**config.mk**
```make
export PLATFORM = sky130hd
export DESIGN_NAME = cart_loader_top
export DESIGN_NICKNAME = d
export VERILOG_FILES = /design/src/design/cart_pkg.sv /design/src/design/backup_ram_sequencer.sv /design/src/design/cart_header_parser.sv /design/src/design/cart_loader_top.sv /design/src/design/region_selector.sv /design/src/design/rom_write_bridge.sv
export SDC_FILE = /design/constraint.sdc
export NUM_CORES = 1
export LEC_CHECK = 0
export BUFFER_PORTS_ARGS = -buffer_cell sky130_fd_sc_hd__buf_2
export CAP_MARGIN = 20
export CELL_PAD_IN_SITES_DETAIL_PLACEMENT = 1
export CELL_PAD_IN_SITES_GLOBAL_PLACEMENT = 1
export CORE_MARGIN = 5
export CORE_UTILIZATION = 40
export DETAILED_ROUTE_END_ITERATION = 12
export PLACE_DENSITY_LB_ADDON = 0.1
export SYNTH_ARGS = -nofsm -noshare
export SYNTH_HDL_FRONTEND = slang
export SYNTH_SLANG_ARGS = --single-unit
```
**constraint.sdc**
```tcl
create_clock -name clk_sys -period 3.3 [get_ports clk_sys]
set_input_delay 0.33 -clock clk_sys [delete_from_list [all_inputs] [get_ports clk_sys]]
set_output_delay 0.33 -clock clk_sys [all_outputs]
set_load 0.1 [all_outputs]
```
**src/design/cart_pkg.sv**
```systemverilog
// Shared types and constants for the cartridge loading path
// Download addresses are byte addresses of 16-bit words, always even
// Quirk table entries match the 8-character product code exactly

package cart_pkg;

	// Download word as it arrives from the host
	typedef struct packed {
		logic [24:0] addr;
		logic [15:0] data;
	} dl_word_t;

	// Word address plus byte-swapped data
	typedef struct packed {
		logic [23:0] addr;
		logic [15:0] data;
	} rom_write_t;

	typedef enum logic [1:0] {REGION_JP = 2'd0, REGION_US = 2'd1, REGION_EU = 2'd2} region_t;

	typedef struct packed {
		logic j;
		logic u;
		logic e;
	} region_flags_t;

	typedef enum logic [1:0] {
		ORDER_US_EU_JP, ORDER_EU_US_JP, ORDER_US_JP_EU, ORDER_JP_US_EU
	} region_order_t;

	typedef enum logic [1:0] {SRC_HEADER, SRC_INDEX, SRC_OFF} region_source_t;

	typedef struct packed {
		logic sram;
		logic eeprom;
		logic noram;
		logic fifo;
		logic pier;
		logic svp;
		logic fmbusy;
		logic schan;
	} quirk_flags_t;

	typedef enum logic [1:0] {BK_IDLE, BK_REQUEST, BK_WAIT_DONE} bk_state_t;

	////////////////////////////////////////////////////////////////////////////
	// Header offsets

	localparam logic [24:0] HDR_REGION_A  = 25'h1F0;
	localparam logic [24:0] HDR_REGION_B  = 25'h1F2;
	localparam logic [24:0] HDR_ID_FIRST  = 25'h182;
	localparam logic [24:0] HDR_ID_DECIDE = 25'h18C; // Code complete by here
	localparam logic [24:0] HDR_DONE      = 25'h200;

	////////////////////////////////////////////////////////////////////////////
	// Compatibility table

	typedef struct packed {
		logic [63:0]  id;
		quirk_flags_t flags;
	} quirk_entry_t;

	localparam quirk_flags_t Q_SRAM   = 8'h80;
	localparam quirk_flags_t Q_EEPROM = 8'h40;
	localparam quirk_flags_t Q_NORAM  = 8'h20;
	localparam quirk_flags_t Q_FIFO   = 8'h10;
	localparam quirk_flags_t Q_PIER   = 8'h08;
	localparam quirk_flags_t Q_SVP    = 8'h04;
	localparam quirk_flags_t Q_FMBUSY = 8'h02;
	localparam quirk_flags_t Q_SCHAN  = 8'h01;

	localparam int QUIRK_COUNT = 24;

	// First match wins
	localparam quirk_entry_t QUIRK_TABLE [QUIRK_COUNT] = '{
		'{"T-081276", Q_SRAM},   '{"T-81406 ", Q_SRAM},   '{"T-081586", Q_SRAM},
		'{"T-81576 ", Q_SRAM},   '{"T-81476 ", Q_SRAM},   '{"MK-1215 ", Q_EEPROM},
		'{"G-4060  ", Q_EEPROM}, '{"00001211", Q_EEPROM}, '{"MK-1228 ", Q_EEPROM},
		'{"G-5538  ", Q_EEPROM}, '{"00004076", Q_EEPROM}, '{"T-12046 ", Q_EEPROM},
		'{"T-12053 ", Q_EEPROM}, '{"G-4524  ", Q_EEPROM}, '{"T-113016", Q_NORAM},
		'{"T-89016 ", Q_FIFO},   '{"T-574023", Q_PIER},   '{"T-574013", Q_PIER},
		'{"MK-1229 ", Q_SVP},    '{"G-7001  ", Q_SVP},    '{"T-35036 ", Q_FMBUSY},
		'{"T-25073 ", Q_FMBUSY}, '{"MK-1137-", Q_FMBUSY}, '{"T-68???-", Q_SCHAN}
	};

endpackage

```
**src/design/backup_ram_sequencer.sv**
```systemverilog
// Moves the backup RAM image one 512-byte sector at a time
// BK_SECTORS must be 2 or more; sd_lba is sized by its log2
// New triggers are ignored while an operation runs
// Carts with the SVP quirk never get backup RAM

`timescale 1ns/1ps

module backup_ram_sequencer import cart_pkg::*; #(
	parameter int BK_SECTORS = 128
) (
	input  logic                          clk_sys,
	input  logic                          reset,
	input  logic                          dl_active,
	input  logic                          img_mounted,
	input  logic                          img_readonly,
	input  logic [63:0]                   img_size,
	input  quirk_flags_t                  quirks,
	input  logic                          bk_load,
	input  logic                          bk_save,
	input  logic                          sd_ack,
	output logic [$clog2(BK_SECTORS)-1:0] sd_lba,
	output logic                          sd_rd,
	output logic                          sd_wr,
	output logic                          bk_busy,
	output logic                          bk_loading,
	output logic                          bk_enabled
);

	localparam int LBA_W = $clog2(BK_SECTORS);
	localparam logic [LBA_W-1:0] LAST_LBA = LBA_W'(BK_SECTORS - 1);

	bk_state_t state;
	logic      dl_active_d;
	logic      load_d;
	logic      save_d;
	logic      ack_d;

	logic      load_rise;
	logic      save_rise;
	logic      ack_rise;
	logic      ack_fall;
	logic      dl_end;

	assign load_rise = bk_load && !load_d;
	assign save_rise = bk_save && !save_d;
	assign ack_rise  = sd_ack && !ack_d;
	assign ack_fall  = !sd_ack && ack_d;
	assign dl_end    = !dl_active && dl_active_d;
	assign bk_busy   = (state != BK_IDLE);

	////////////////////////////////////////////////////////////////////////////
	// Enable tracks the image while the cart is loading

	always_ff @(posedge clk_sys) begin
		if (reset)
			bk_enabled <= 1'b0;
		else if (dl_active && !dl_active_d)
			bk_enabled <= 1'b0;
		else if (dl_active)
			bk_enabled <= img_mounted && !img_readonly && !quirks.svp;
	end

	////////////////////////////////////////////////////////////////////////////
	// Sector FSM

	always_ff @(posedge clk_sys) begin
		if (reset) begin
			state       <= BK_IDLE;
			dl_active_d <= 1'b0;
			load_d      <= 1'b0;
			save_d      <= 1'b0;
			ack_d       <= 1'b0;
			sd_lba      <= '0;
			sd_rd       <= 1'b0;
			sd_wr       <= 1'b0;
			bk_loading  <= 1'b0;
		end else begin
			dl_active_d <= dl_active;
			load_d      <= bk_load;
			save_d      <= bk_save;
			ack_d       <= sd_ack;
			case (state)
				BK_IDLE: begin
					if (bk_enabled && (load_rise || save_rise)) begin
						state      <= BK_REQUEST;
						bk_loading <= load_rise; // Load wins over save
						sd_lba     <= '0;
						sd_rd      <= load_rise;
						sd_wr      <= !load_rise;
					end else if (dl_end && bk_enabled && |img_size) begin
						state      <= BK_REQUEST; // Auto load after cart
						bk_loading <= 1'b1;
						sd_lba     <= '0;
						sd_rd      <= 1'b1;
						sd_wr      <= 1'b0;
					end
				end
				BK_REQUEST: begin
					if (ack_rise) begin
						sd_rd <= 1'b0;
						sd_wr <= 1'b0;
						state <= BK_WAIT_DONE;
					end
				end
				BK_WAIT_DONE: begin
					if (ack_fall) begin
						if (sd_lba == LAST_LBA) begin
							state      <= BK_IDLE;
							bk_loading <= 1'b0;
						end else begin
							sd_lba <= sd_lba + 1'b1;
							sd_rd  <= bk_loading;
							sd_wr  <= !bk_loading;
							state  <= BK_REQUEST;
						end
					end
				end
				default: state <= BK_IDLE;
			endcase
		end
	end

	a_rd_wr_excl: assert property (@(posedge clk_sys) disable iff (reset)
		!(sd_rd && sd_wr))
		else $error("sd_rd and sd_wr both high");

endmodule

```
**src/design/cart_header_parser.sv**
```systemverilog
// Watches accepted download words for the cartridge header fields
// Region letters are only taken from 0x1F0 (both bytes) and 0x1F2 (low byte)
// The product code is compared once, when the word at 0x18C arrives
// Flags and quirks are cleared at the start of every download

`timescale 1ns/1ps

module cart_header_parser import cart_pkg::*; (
	input  logic          clk_sys,
	input  logic          reset,
	input  logic          dl_active,
	input  logic          word_accept,
	input  dl_word_t      accepted_word,
	output region_flags_t hdr_flags,
	output logic          hdr_ready,
	output quirk_flags_t  quirks
);

	logic         dl_active_d;
	logic         dl_start;
	logic         dl_end;
	logic [63:0]  cart_id;
	quirk_flags_t id_match;
	logic [7:0]   lo_byte;
	logic [7:0]   hi_byte;

	assign dl_start = dl_active && !dl_active_d;
	assign dl_end   = !dl_active && dl_active_d;
	assign lo_byte  = accepted_word.data[7:0];
	assign hi_byte  = accepted_word.data[15:8];

	// One region letter to flags
	function automatic region_flags_t classify(input logic [7:0] c);
		region_flags_t f;
		f = '0;
		if (c == "J")
			f.j = 1'b1;
		else if (c == "U")
			f.u = 1'b1;
		else if (c >= "0" && c <= "Z")
			f.e = 1'b1; // Anything else printable counts as EU
		return f;
	endfunction

	////////////////////////////////////////////////////////////////////////////
	// Product code table lookup

	always_comb begin
		logic found;
		found    = 1'b0;
		id_match = '0;
		for (int i = 0; i < QUIRK_COUNT; i++) begin
			if (!found && cart_id == QUIRK_TABLE[i].id) begin
				id_match = QUIRK_TABLE[i].flags;
				found    = 1'b1;
			end
		end
	end

	// Code bytes arrive swapped within each word
	always_ff @(posedge clk_sys) begin
		if (word_accept) begin
			case (accepted_word.addr)
				HDR_ID_FIRST:         cart_id[63:56] <= hi_byte;
				HDR_ID_FIRST + 25'd2: cart_id[55:40] <= {lo_byte, hi_byte};
				HDR_ID_FIRST + 25'd4: cart_id[39:24] <= {lo_byte, hi_byte};
				HDR_ID_FIRST + 25'd6: cart_id[23:8]  <= {lo_byte, hi_byte};
				HDR_ID_FIRST + 25'd8: cart_id[7:0]   <= lo_byte;
				default: ;
			endcase
		end
	end

	////////////////////////////////////////////////////////////////////////////
	// Flags, header marker and quirks

	always_ff @(posedge clk_sys) begin
		if (reset) begin
			dl_active_d <= 1'b0;
			hdr_flags   <= '0;
			hdr_ready   <= 1'b0;
			quirks      <= '0;
		end else begin
			dl_active_d <= dl_active;
			if (dl_start) begin
				hdr_flags <= '0;
				quirks    <= '0;
			end
			if (dl_start || dl_end)
				hdr_ready <= 1'b0;

			if (word_accept) begin
				if (accepted_word.addr == HDR_REGION_A)
					hdr_flags <= hdr_flags | classify(lo_byte) | classify(hi_byte);
				if (accepted_word.addr == HDR_REGION_B)
					hdr_flags <= hdr_flags | classify(lo_byte);
				if (accepted_word.addr == HDR_ID_DECIDE)
					quirks <= quirks | id_match;
				if (accepted_word.addr == HDR_DONE)
					hdr_ready <= 1'b1;
			end
		end
	end

	a_one_quirk: assert property (@(posedge clk_sys) disable iff (reset)
		$countones(quirks & ~$past(quirks)) <= 1)
		else $error("more than one quirk raised by one decision");

endmodule

```
**src/design/cart_loader_top.sv**
```systemverilog
// Cartridge loading path with the ROM write bridge, header parser,
// region pick and backup RAM sequencer
// BK_SECTORS sets the save image length in 512-byte sectors

`timescale 1ns/1ps

module cart_loader_top import cart_pkg::*; #(
	parameter int BK_SECTORS = 128
) (
	input  logic                          clk_sys,
	input  logic                          reset,
	input  logic                          dl_active,
	input  logic                          dl_valid,
	input  dl_word_t                      dl_word,
	output logic                          dl_ready,
	input  logic [7:0]                    dl_index,
	input  logic                          rom_ready,
	output logic                          rom_valid,
	output rom_write_t                    rom_wr,
	output logic [24:0]                   rom_size,
	input  region_source_t                source,
	input  region_order_t                 order,
	output region_t                       region,
	output logic                          region_set,
	output quirk_flags_t                  quirks,
	input  logic                          img_mounted,
	input  logic                          img_readonly,
	input  logic [63:0]                   img_size,
	input  logic                          bk_load,
	input  logic                          bk_save,
	input  logic                          sd_ack,
	output logic [$clog2(BK_SECTORS)-1:0] sd_lba,
	output logic                          sd_rd,
	output logic                          sd_wr,
	output logic                          bk_busy,
	output logic                          bk_loading,
	output logic                          bk_enabled
);

	logic          word_accept;
	dl_word_t      accepted_word;
	region_flags_t hdr_flags;
	logic          hdr_ready;

	rom_write_bridge bridge0 (.clk_sys, .reset, .dl_active, .dl_valid, .dl_word, .rom_ready,
		.dl_ready, .word_accept, .accepted_word, .rom_valid, .rom_wr, .rom_size);

	cart_header_parser parser0 (.clk_sys, .reset, .dl_active, .word_accept, .accepted_word,
		.hdr_flags, .hdr_ready, .quirks);

	region_selector region0 (.clk_sys, .reset, .hdr_flags, .hdr_ready, .source, .order,
		.dl_index, .region, .region_set);

	backup_ram_sequencer #(.BK_SECTORS(BK_SECTORS)) backup0 (.clk_sys, .reset, .dl_active,
		.img_mounted, .img_readonly, .img_size, .quirks, .bk_load, .bk_save, .sd_ack,
		.sd_lba, .sd_rd, .sd_wr, .bk_busy, .bk_loading, .bk_enabled);

endmodule

```
**src/design/region_selector.sv**
```systemverilog
// Picks the console region once per load, when the header marker is seen
// SRC_OFF leaves region and region_set untouched
// Index bits 7:6 are taken as the region code without a range check

`timescale 1ns/1ps

module region_selector import cart_pkg::*; (
	input  logic           clk_sys,
	input  logic           reset,
	input  region_flags_t  hdr_flags,
	input  logic           hdr_ready,
	input  region_source_t source,
	input  region_order_t  order,
	input  logic [7:0]     dl_index,
	output region_t        region,
	output logic           region_set
);

	logic hdr_ready_d;
	logic hdr_rise;
	logic hdr_fall;

	assign hdr_rise = hdr_ready && !hdr_ready_d;
	assign hdr_fall = !hdr_ready && hdr_ready_d;

	// First letter present in priority order, else first region of order
	function automatic region_t pick_region(input region_flags_t f, input region_order_t o);
		region_t r;
		r = REGION_US;
		case (o)
			ORDER_US_EU_JP: r = f.u ? REGION_US : f.e ? REGION_EU : f.j ? REGION_JP : REGION_US;
			ORDER_EU_US_JP: r = f.e ? REGION_EU : f.u ? REGION_US : f.j ? REGION_JP : REGION_EU;
			ORDER_US_JP_EU: r = f.u ? REGION_US : f.j ? REGION_JP : f.e ? REGION_EU : REGION_US;
			ORDER_JP_US_EU: r = f.j ? REGION_JP : f.u ? REGION_US : f.e ? REGION_EU : REGION_JP;
		endcase
		return r;
	endfunction

	always_ff @(posedge clk_sys) begin
		if (reset) begin
			hdr_ready_d <= 1'b0;
			region      <= REGION_JP;
			region_set  <= 1'b0;
		end else begin
			hdr_ready_d <= hdr_ready;
			if (hdr_rise) begin
				if (source == SRC_HEADER) begin
					region     <= pick_region(hdr_flags, order);
					region_set <= 1'b1;
				end else if (source == SRC_INDEX) begin
					region     <= region_t'(dl_index[7:6]);
					region_set <= |dl_index; // Index 0 means no preference
				end
			end
			if (hdr_fall)
				region_set <= 1'b0;
		end
	end

endmodule

```
**src/design/rom_write_bridge.sv**
```systemverilog
// Download words pass through a single output register to the ROM port
// No new word is taken while that register is stalled by rom_ready
// rom_size is the byte address of the last word, valid after the load

`timescale 1ns/1ps

module rom_write_bridge import cart_pkg::*; (
	input  logic       clk_sys,
	input  logic       reset,
	input  logic       dl_active,
	input  logic       dl_valid,
	input  dl_word_t   dl_word,
	input  logic       rom_ready,
	output logic       dl_ready,
	output logic       word_accept,
	output dl_word_t   accepted_word,
	output logic       rom_valid,
	output rom_write_t rom_wr,
	output logic [24:0] rom_size
);

	logic        dl_active_d;
	logic [24:0] last_addr;

	// Register empty, or draining this cycle
	assign dl_ready      = !rom_valid || rom_ready;
	assign word_accept   = dl_active && dl_valid && dl_ready;
	assign accepted_word = dl_word;

	always_ff @(posedge clk_sys) begin
		if (reset) begin
			rom_valid   <= 1'b0;
			dl_active_d <= 1'b0;
			rom_size    <= '0;
		end else begin
			dl_active_d <= dl_active;
			if (word_accept)
				rom_valid <= 1'b1;
			else if (rom_ready)
				rom_valid <= 1'b0;
			if (dl_active_d && !dl_active)
				rom_size <= last_addr; // End of load
		end
	end

	// Payload, halved address and swapped bytes
	always_ff @(posedge clk_sys) begin
		if (word_accept) begin
			rom_wr.addr <= dl_word.addr[24:1];
			rom_wr.data <= {dl_word.data[7:0], dl_word.data[15:8]};
			last_addr   <= dl_word.addr;
		end
	end

	a_rom_hold: assert property (@(posedge clk_sys) disable iff (reset)
		(rom_valid && !rom_ready) |=> (rom_valid && $stable(rom_wr)))
		else $error("rom_wr changed while stalled");

endmodule

```
==> impl_metrics.ini, run 1 <==
[timing]
tightest_slew_ns = 0.915
max-slew-margin-rel = 0.390
rsz0062_at_grt = no
finalHoldViolCount = 0
tns_ns = 0
maxSlewViolCount = 0
fin_worst_skew_ns = 0.0111
setup_violations = 0
max_freq_mhz = 394
hold_slack_ns = 0.0906
fin_crit_ns = 2.54
period_share = 0.769

[global_route]
antenna_found_initial = 0
grt_max_degree = 42
grt-ovfl-total = 0
grt_pass1_vias = 6419
grt_pass1_wl_um = 35800
grt.total_usage = 0.224

[clocking]
cts-root-buf = clkbuf_16
clk_pin_slew_ns = 0.07
cts_setup_buffers = 0
ctsResizeCount = 0
cts_hold_buf = 0
cts_tree = done
clock-sinks = 164
ctsLongestPathBuffers = 2
insertion_delay_ns = 0.42
cts_buffers = 17
htreeDepth = 4

[drt]
ant_nets = 0
firstDrtPassIters = 6
first_iter_violations = 396
route.detailed.drc = 0
wl_per_cell_um = 21.2
vias = 6014
finalWirelength_um = 23000
viasPerCell = 5.56

[synthesis]
syn_avg_cell_area_um2 = 11.4
synth-edff-count = 105
syn_nets = 765
synth_top_area_cell = edfxtp_1
synth_top_area_frac = 0.437
synth_cell_type_count = 64
synth_ff_type = edfxtp_1
async_flop_share = 0
synth_area_leaders = edfxtp_1 44%, dfxtp_1 16%, mux2i_1 3.7%
ys_ff_latch = 164
synthCells = 631
ys.warnings.count = 0
netlist_area_um2 = 7220
synth-seq-area-share = 0.601

[final_layout]
layout.nets = 973
drive_above_1_share = 0.326
area_delta_synth_final_pct = 25.7
fill_cells = 1998
most-common-layout-cells = 216 x buf_2, 105 x edfxtp_1, 64 x nor2_1, 59 x dfxtp_1, 41 x nand2_1
finalInstanceArea_um2 = 9070
regArea_um2 = 4330
multi_input_area_um2 = 2590
final_common_cell = buf_2
fin_cells = 1081
diodes = 0

[setup_path]
reg2reg_to = parser0.quirks[2]$_SDFF_PP0_
start_kind = flop
crit_type = reg -> reg
rr_startpoint = parser0.cart_id[7]$_DFFE_PP_
end_kind = flop
worstPathRequired_ns = 3.65
arrival_ns = 2.89
worstPathMaxFanout = 6
rrSetupSlack_ns = 0.76
reg2regPathDepth = 5

[worst_hold_path]
hold_path.class = in -> reg
min_from = dl_word[36]
holdPathEnd = bridge0.last_addr[20]$_DFFE_PP_
whs_path_depth = 1

[die]
dieHeight_um = 144
core_area_um2 = 17800
pin_count = 217
dieArea_um2 = 20800
initial_core_util = 0.404
dieWidth_um = 144
rows = 49

[placed_design]
place_area_um2 = 8450
post-dp-hpwl_um = 17700
place_inst = 1049
io_buffers = 216
gp_congestion = 0.903

[power_and_ir_drop]
ir_drop_mv = 0.510
power.leakage_nw = 3.43
p_per_area_nw_per_um2 = 574

[run_status]
outcome = completed

[run]
max_cap_violations = 0
==> sequential cells by signal, summed over array words and instances (netlist names), 2 cells and up <==
register,count
parser0.cart_id,64
bridge0.last_addr,25
bridge0.rom_size,25
bridge0.rom_wr,16
parser0.quirks,8
backup0.sd_lba,7
parser0.hdr_flags,3
backup0.state,2
region0.region,2
==> cells in the mapped netlist (4+ instances only) <==
library cell and instances:
nor2b_1 13, and3_1 6, nand3b_1 5, nor4_1 35, inv_1 18, nand3_1 18, or3_1 6, buf_4 24
or4_1 12, ha_1 7, edfxtp_1 105, nor4bb_1 4, a31oi_1 10, nor4b_1 8, buf_1 5, dfxtp_1 59
and4_1 5, nand4b_1 8, mux2i_1 27, nor3b_1 4, o31ai_1 7, nand2_1 41, nand2b_1 5, a21oi_1 23
nor3_1 17, clkbuf_1 8, nor2_1 64, nand4_1 18, o21ai_0 17
==> worst max-delay path, cell delays in order (launching register included) <==
cell and delay (ns):
edfxtp_1 0.40, or3b_1 0.41, or4_4 0.56, or4_1 0.58, or3_1 0.34, a22oi_1 0.18
==> where the power goes <==
part / internal (mW) / total, mW / leakage (nW) / switching, mW
Combinational: 0.205 / 0.875 / 1.69 / 0.670
Clock: 1.10 / 2.06 / 0.305 / 0.957
Sequential: 2.24 / 2.27 / 1.44 / 0.0298
==> cell families after synthesis <==
kind of cell / Yosys count / synth area share
AND/OR/NAND/NOR: 290 / 0.229
flip-flops: 164 / 0.601
AO/OA/AOI/OAI: 86 / 0.0773
buffers and inverters: 56 / 0.0418
multiplexers: 27 / 0.0375
adder cells (fa/ha/maj): 7 / 0.0121
XOR/XNOR: 1 / 0.00121
==> layout make-up <==
cell class	count	share of cell area
Inverter	18	0.00786
Multi-Input combinational cell	411	0.286
Sequential cell	164	0.478
Clock inverter	15	0.0218
Timing Repair Buffer	227	0.128
Tap cell	229	0.0316
Clock buffer	17	0.0469
==> how the worst max path moves through the flow <==
| stage | startpoint | endpoint | cells after the start |
|---|---|---|---|
| after floorplan | bridge0.rom_valid$_SDFFE_PP0P_ | parser0.quirks[1]$_SDFF_PP0_ | 7 |
| after global placement | dl_word[29] | parser0.quirks[3]$_SDFF_PP0_ | 7 |
| after detailed placement | dl_word[29] | parser0.quirks[3]$_SDFF_PP0_ | 7 |
| after CTS | parser0.cart_id[7]$_DFFE_PP_ | parser0.quirks[2]$_SDFF_PP0_ | 5 |
| after global routing | parser0.cart_id[41]$_DFFE_PP_ | parser0.quirks[2]$_SDFF_PP0_ | 6 |
| final | parser0.cart_id[7]$_DFFE_PP_ | parser0.quirks[2]$_SDFF_PP0_ | 5 |
==> per-layer routing <==
metal | share of wire | global-route usage | vias up
met5 | 0 | 0 | -
met4 | 0.014 | 0.0550 | 0
met3 | 0.060 | 0.0549 | 25
met2 | 0.48 | 0.376 | 178
met1 | 0.44 | 0.295 | 2991
li1 | - | - | 2820
==> metrics by stage <==
| step | power [mW] | setup slack [ns] | util |
|---|---|---|---|
| after CTS | 5.25 | 0.778 | 0.508 |
| after global routing | 5.41 | 0.651 | 0.508 |
| final | 5.20 | 0.761 | 0.508 |
| after floorplan | 2.94 | 0.215 | - |
| after global placement | 3.16 | 0.814 | 0.474 |
| after detailed placement | 3.19 | 0.730 | 0.474 |
No activity file was read; power rests on OpenSTA's default activity.
==> inputs of run 2 (changes only) <==
==> constraint.sdc (replaced) <==
create_clock -name clk_sys -period 2.46 [get_ports clk_sys]
set_input_delay 0.246 -clock clk_sys [delete_from_list [all_inputs] [get_ports clk_sys]]
set_output_delay 0.246 -clock clk_sys [all_outputs]
set_load 0.1 [all_outputs]
==> run 2 against run 1 <==
- the run now ends with setup timing left
- setup slack worse by 0.78 ns
- combinational power is 37% higher
- non-clock buffer count is 34 higher
- maximum frequency is 2.5% higher
- worst hold slack worse by 0.078 ns
- register-to-register slack worse by 0.78 ns
- clock power is 26% higher
- power is 31% higher
- critical endpoint unchanged
- largest cell class unchanged
- largest power group unchanged
==> impl_metrics.ini, run 2 (synthesis gave the netlist of run 1 again) <==
[clocking]
insertion_delay_ns = 0.43
clk_pin_slew_ns = 0.07
cts_buffers = 17
cts_tree = done
cts-root-buf = clkbuf_16
clock-sinks = 164
ctsLongestPathBuffers = 2
htreeDepth = 4

[timing]
timing.final.ws_setup_ns = -0.0162
period_share = 1.01
tightest_slew_ns = 0.593
maxSlewViolCount = 0
fin_worst_skew_ns = 0.0211
rsz0062_at_grt = yes
setup_violations = 1
fin_crit_ns = 2.48
max_freq_mhz = 404
finalHoldViolCount = 0
max-slew-margin-rel = 0.599

[drt]
firstDrtPassIters = 4
first_iter_violations = 308
ant_nets = 0
wl_per_cell_um = 21.4
route.detailed.drc = 0
viasPerCell = 5.44
vias = 6076
finalWirelength_um = 23900

[setup_path]
max_stage_delay_ns = 0.57
path_cells = or3b_4 > or4_4 > or4_4 > or3_1 > a22oi_1
start_kind = flop
cp_slowest_cell = or4_4
critPathBufInv = 0
worst-path-stages = 5
reg2reg_to = parser0.quirks[2]$_SDFF_PP0_
rr_startpoint = parser0.cart_id[7]$_DFFE_PP_
crit_end = parser0.quirks[2]$_SDFF_PP0_
path_delay_family = simple AND/OR/NAND/NOR gates
crit_type = reg -> reg
end_kind = flop
rrSetupSlack_ns = -0.02
crit_start = parser0.cart_id[7]$_DFFE_PP_
worstPathMaxFanout = 4
cp_common_cell = or4_4
arrival_ns = 2.81
reg2regPathDepth = 5
worstPathRequired_ns = 2.80

[global_route]
grt_pass1_vias = 6671
grt.total_usage = 0.232
grt_pass1_wl_um = 36900
grt_max_degree = 42
antenna_found_initial = 1
grt-ovfl-total = 0

[final_layout]
area_delta_synth_final_pct = 30.2
top_register = parser0.cart_id
top_regs = parser0.cart_id: 64 flops, bridge0.last_addr: 25 flops, bridge0.rom_size: 25 flops
drive_above_1_share = 0.356
fin_cells = 1116
largest_register_ffs = 64
final_common_cell = buf_2
finalInstanceArea_um2 = 9390
most-common-layout-cells = 216 x buf_2, 105 x edfxtp_1, 64 x nor2_1, 58 x dfxtp_1, 41 x nand2_1
layout.nets = 1007
fin_util = 0.526

[power_and_ir_drop]
p_int_mw = 4.65
combPwrFrac = 0.176
power_switching_mw = 2.19
p_sw_frac = 0.320
p_per_area_nw_per_um2 = 728
power.leakage_nw = 3.58
p_seq_frac = 0.445
ir_drop_mv = 0.648
pwr-share-clk = 0.380

[die]
dieHeight_um = 144
core_area_um2 = 17800
pin_count = 217
rows = 49
dieArea_um2 = 20800
initial_core_util = 0.404
dieWidth_um = 144

[placed_design]
io_buffers = 216
place_inst = 1074
place_area_um2 = 8680
gp_congestion = 0.901
post-dp-hpwl_um = 18500

[run_status]
violations = setup timing
outcome = finished with violations

[run]
max_cap_violations = 0

[worst_hold_path]
hold_path.class = in -> reg
==> run 2: changes by cell type in the layout (fill, tap and decap cells not counted), moves of 2 or more <==
cell / delta
dlygate4sd3_1: +8
clkinv_8: -2
nor4_2: +2
clkinvlp_4: +2
nor4_1: -2
buf_4: +25
==> run 2: how the worst min path moves through the flow <==
stage	from	end	slack, ns	cells past startpoint
final	dl_word[36]	bridge0.last_addr[20]$_DFFE_PP_	0.01	1
after global routing	dl_word[30]	bridge0.last_addr[14]$_DFFE_PP_	-0.0004	1
after CTS	dl_word[28]	bridge0.last_addr[12]$_DFFE_PP_	0.003	1
after detailed placement	dl_word[35]	bridge0.last_addr[19]$_DFFE_PP_	0.44	1
after global placement	parser0.quirks[0]$_SDFF_PP0_	parser0.quirks[0]$_SDFF_PP0_	0.43	2
after floorplan	dl_word[16]	bridge0.last_addr[0]$_DFFE_PP_	0.34	0
==> run 2: timing repair <==
action / in CTS / in global routing
buffers inserted: 1 / 0
gates resized for setup: 2 / 7
hold endpoints to repair: 7 / 1
hold buffers: 7 / 1
pin swaps: 1 / 1
endpoints found under the setup margin: 1 / 8
==> run 2: power by group through the flow <==
stage,sequential [mW],clock (mW),combinational (mW)
after floorplan,3.39,0,0.564
after global placement,3.10,0,1.15
after detailed placement,3.10,0,1.18
after CTS,3.04,2.67,1.20
after global routing,3.05,2.81,1.28
final,3.04,2.60,1.20
==> run 2: metal layers <==
| metal | track usage | share of wire |
|---|---|---|
| met1 | 0.303 | 0.41 |
| met2 | 0.394 | 0.51 |
| met3 | 0.0463 | 0.057 |
| met4 | 0.0677 | 0.017 |
| met5 | 0 | 0 |
==> run 2: worst register-to-register path, cell delays in order (launching register included) <==
cell      delay, ns
edfxtp_1       0.41
or3b_4         0.39
or4_4          0.53
or4_4          0.57
or3_1          0.32
a22oi_1        0.17
==> run 2: through the flow <==
| stage | power (mW) | worst slack [ns] | hold WS (ns) | setup TNS (ns) |
|---|---|---|---|---|
| 2_1_floorplan | 3.95 | -0.0221 | 0.345 | -0.680 |
| 3_3_place_gp | 4.24 | 0.0344 | 0.432 | 0 |
| 3_5_place_dp | 4.28 | -0.0224 | 0.440 | -0.0224 |
| 4_1_cts | 6.90 | 0.00530 | 0.00257 | 0 |
| 5_1_grt | 7.14 | -0.0769 | -0.000380 | -0.214 |
| 6_report | 6.84 | -0.0162 | 0.0127 | -0.0162 |
==> run 2: final cells by class <==
cell class,count,area [µm²]
Inverter,18,75.1
Clock buffer,17,425
Fill cell,1981,8450
Antenna cell,1,2.50
Sequential cell,164,4340
Timing Repair Buffer,261,1450
Clock inverter,15,158
Multi-Input combinational cell,411,2660
Tap cell,229,287
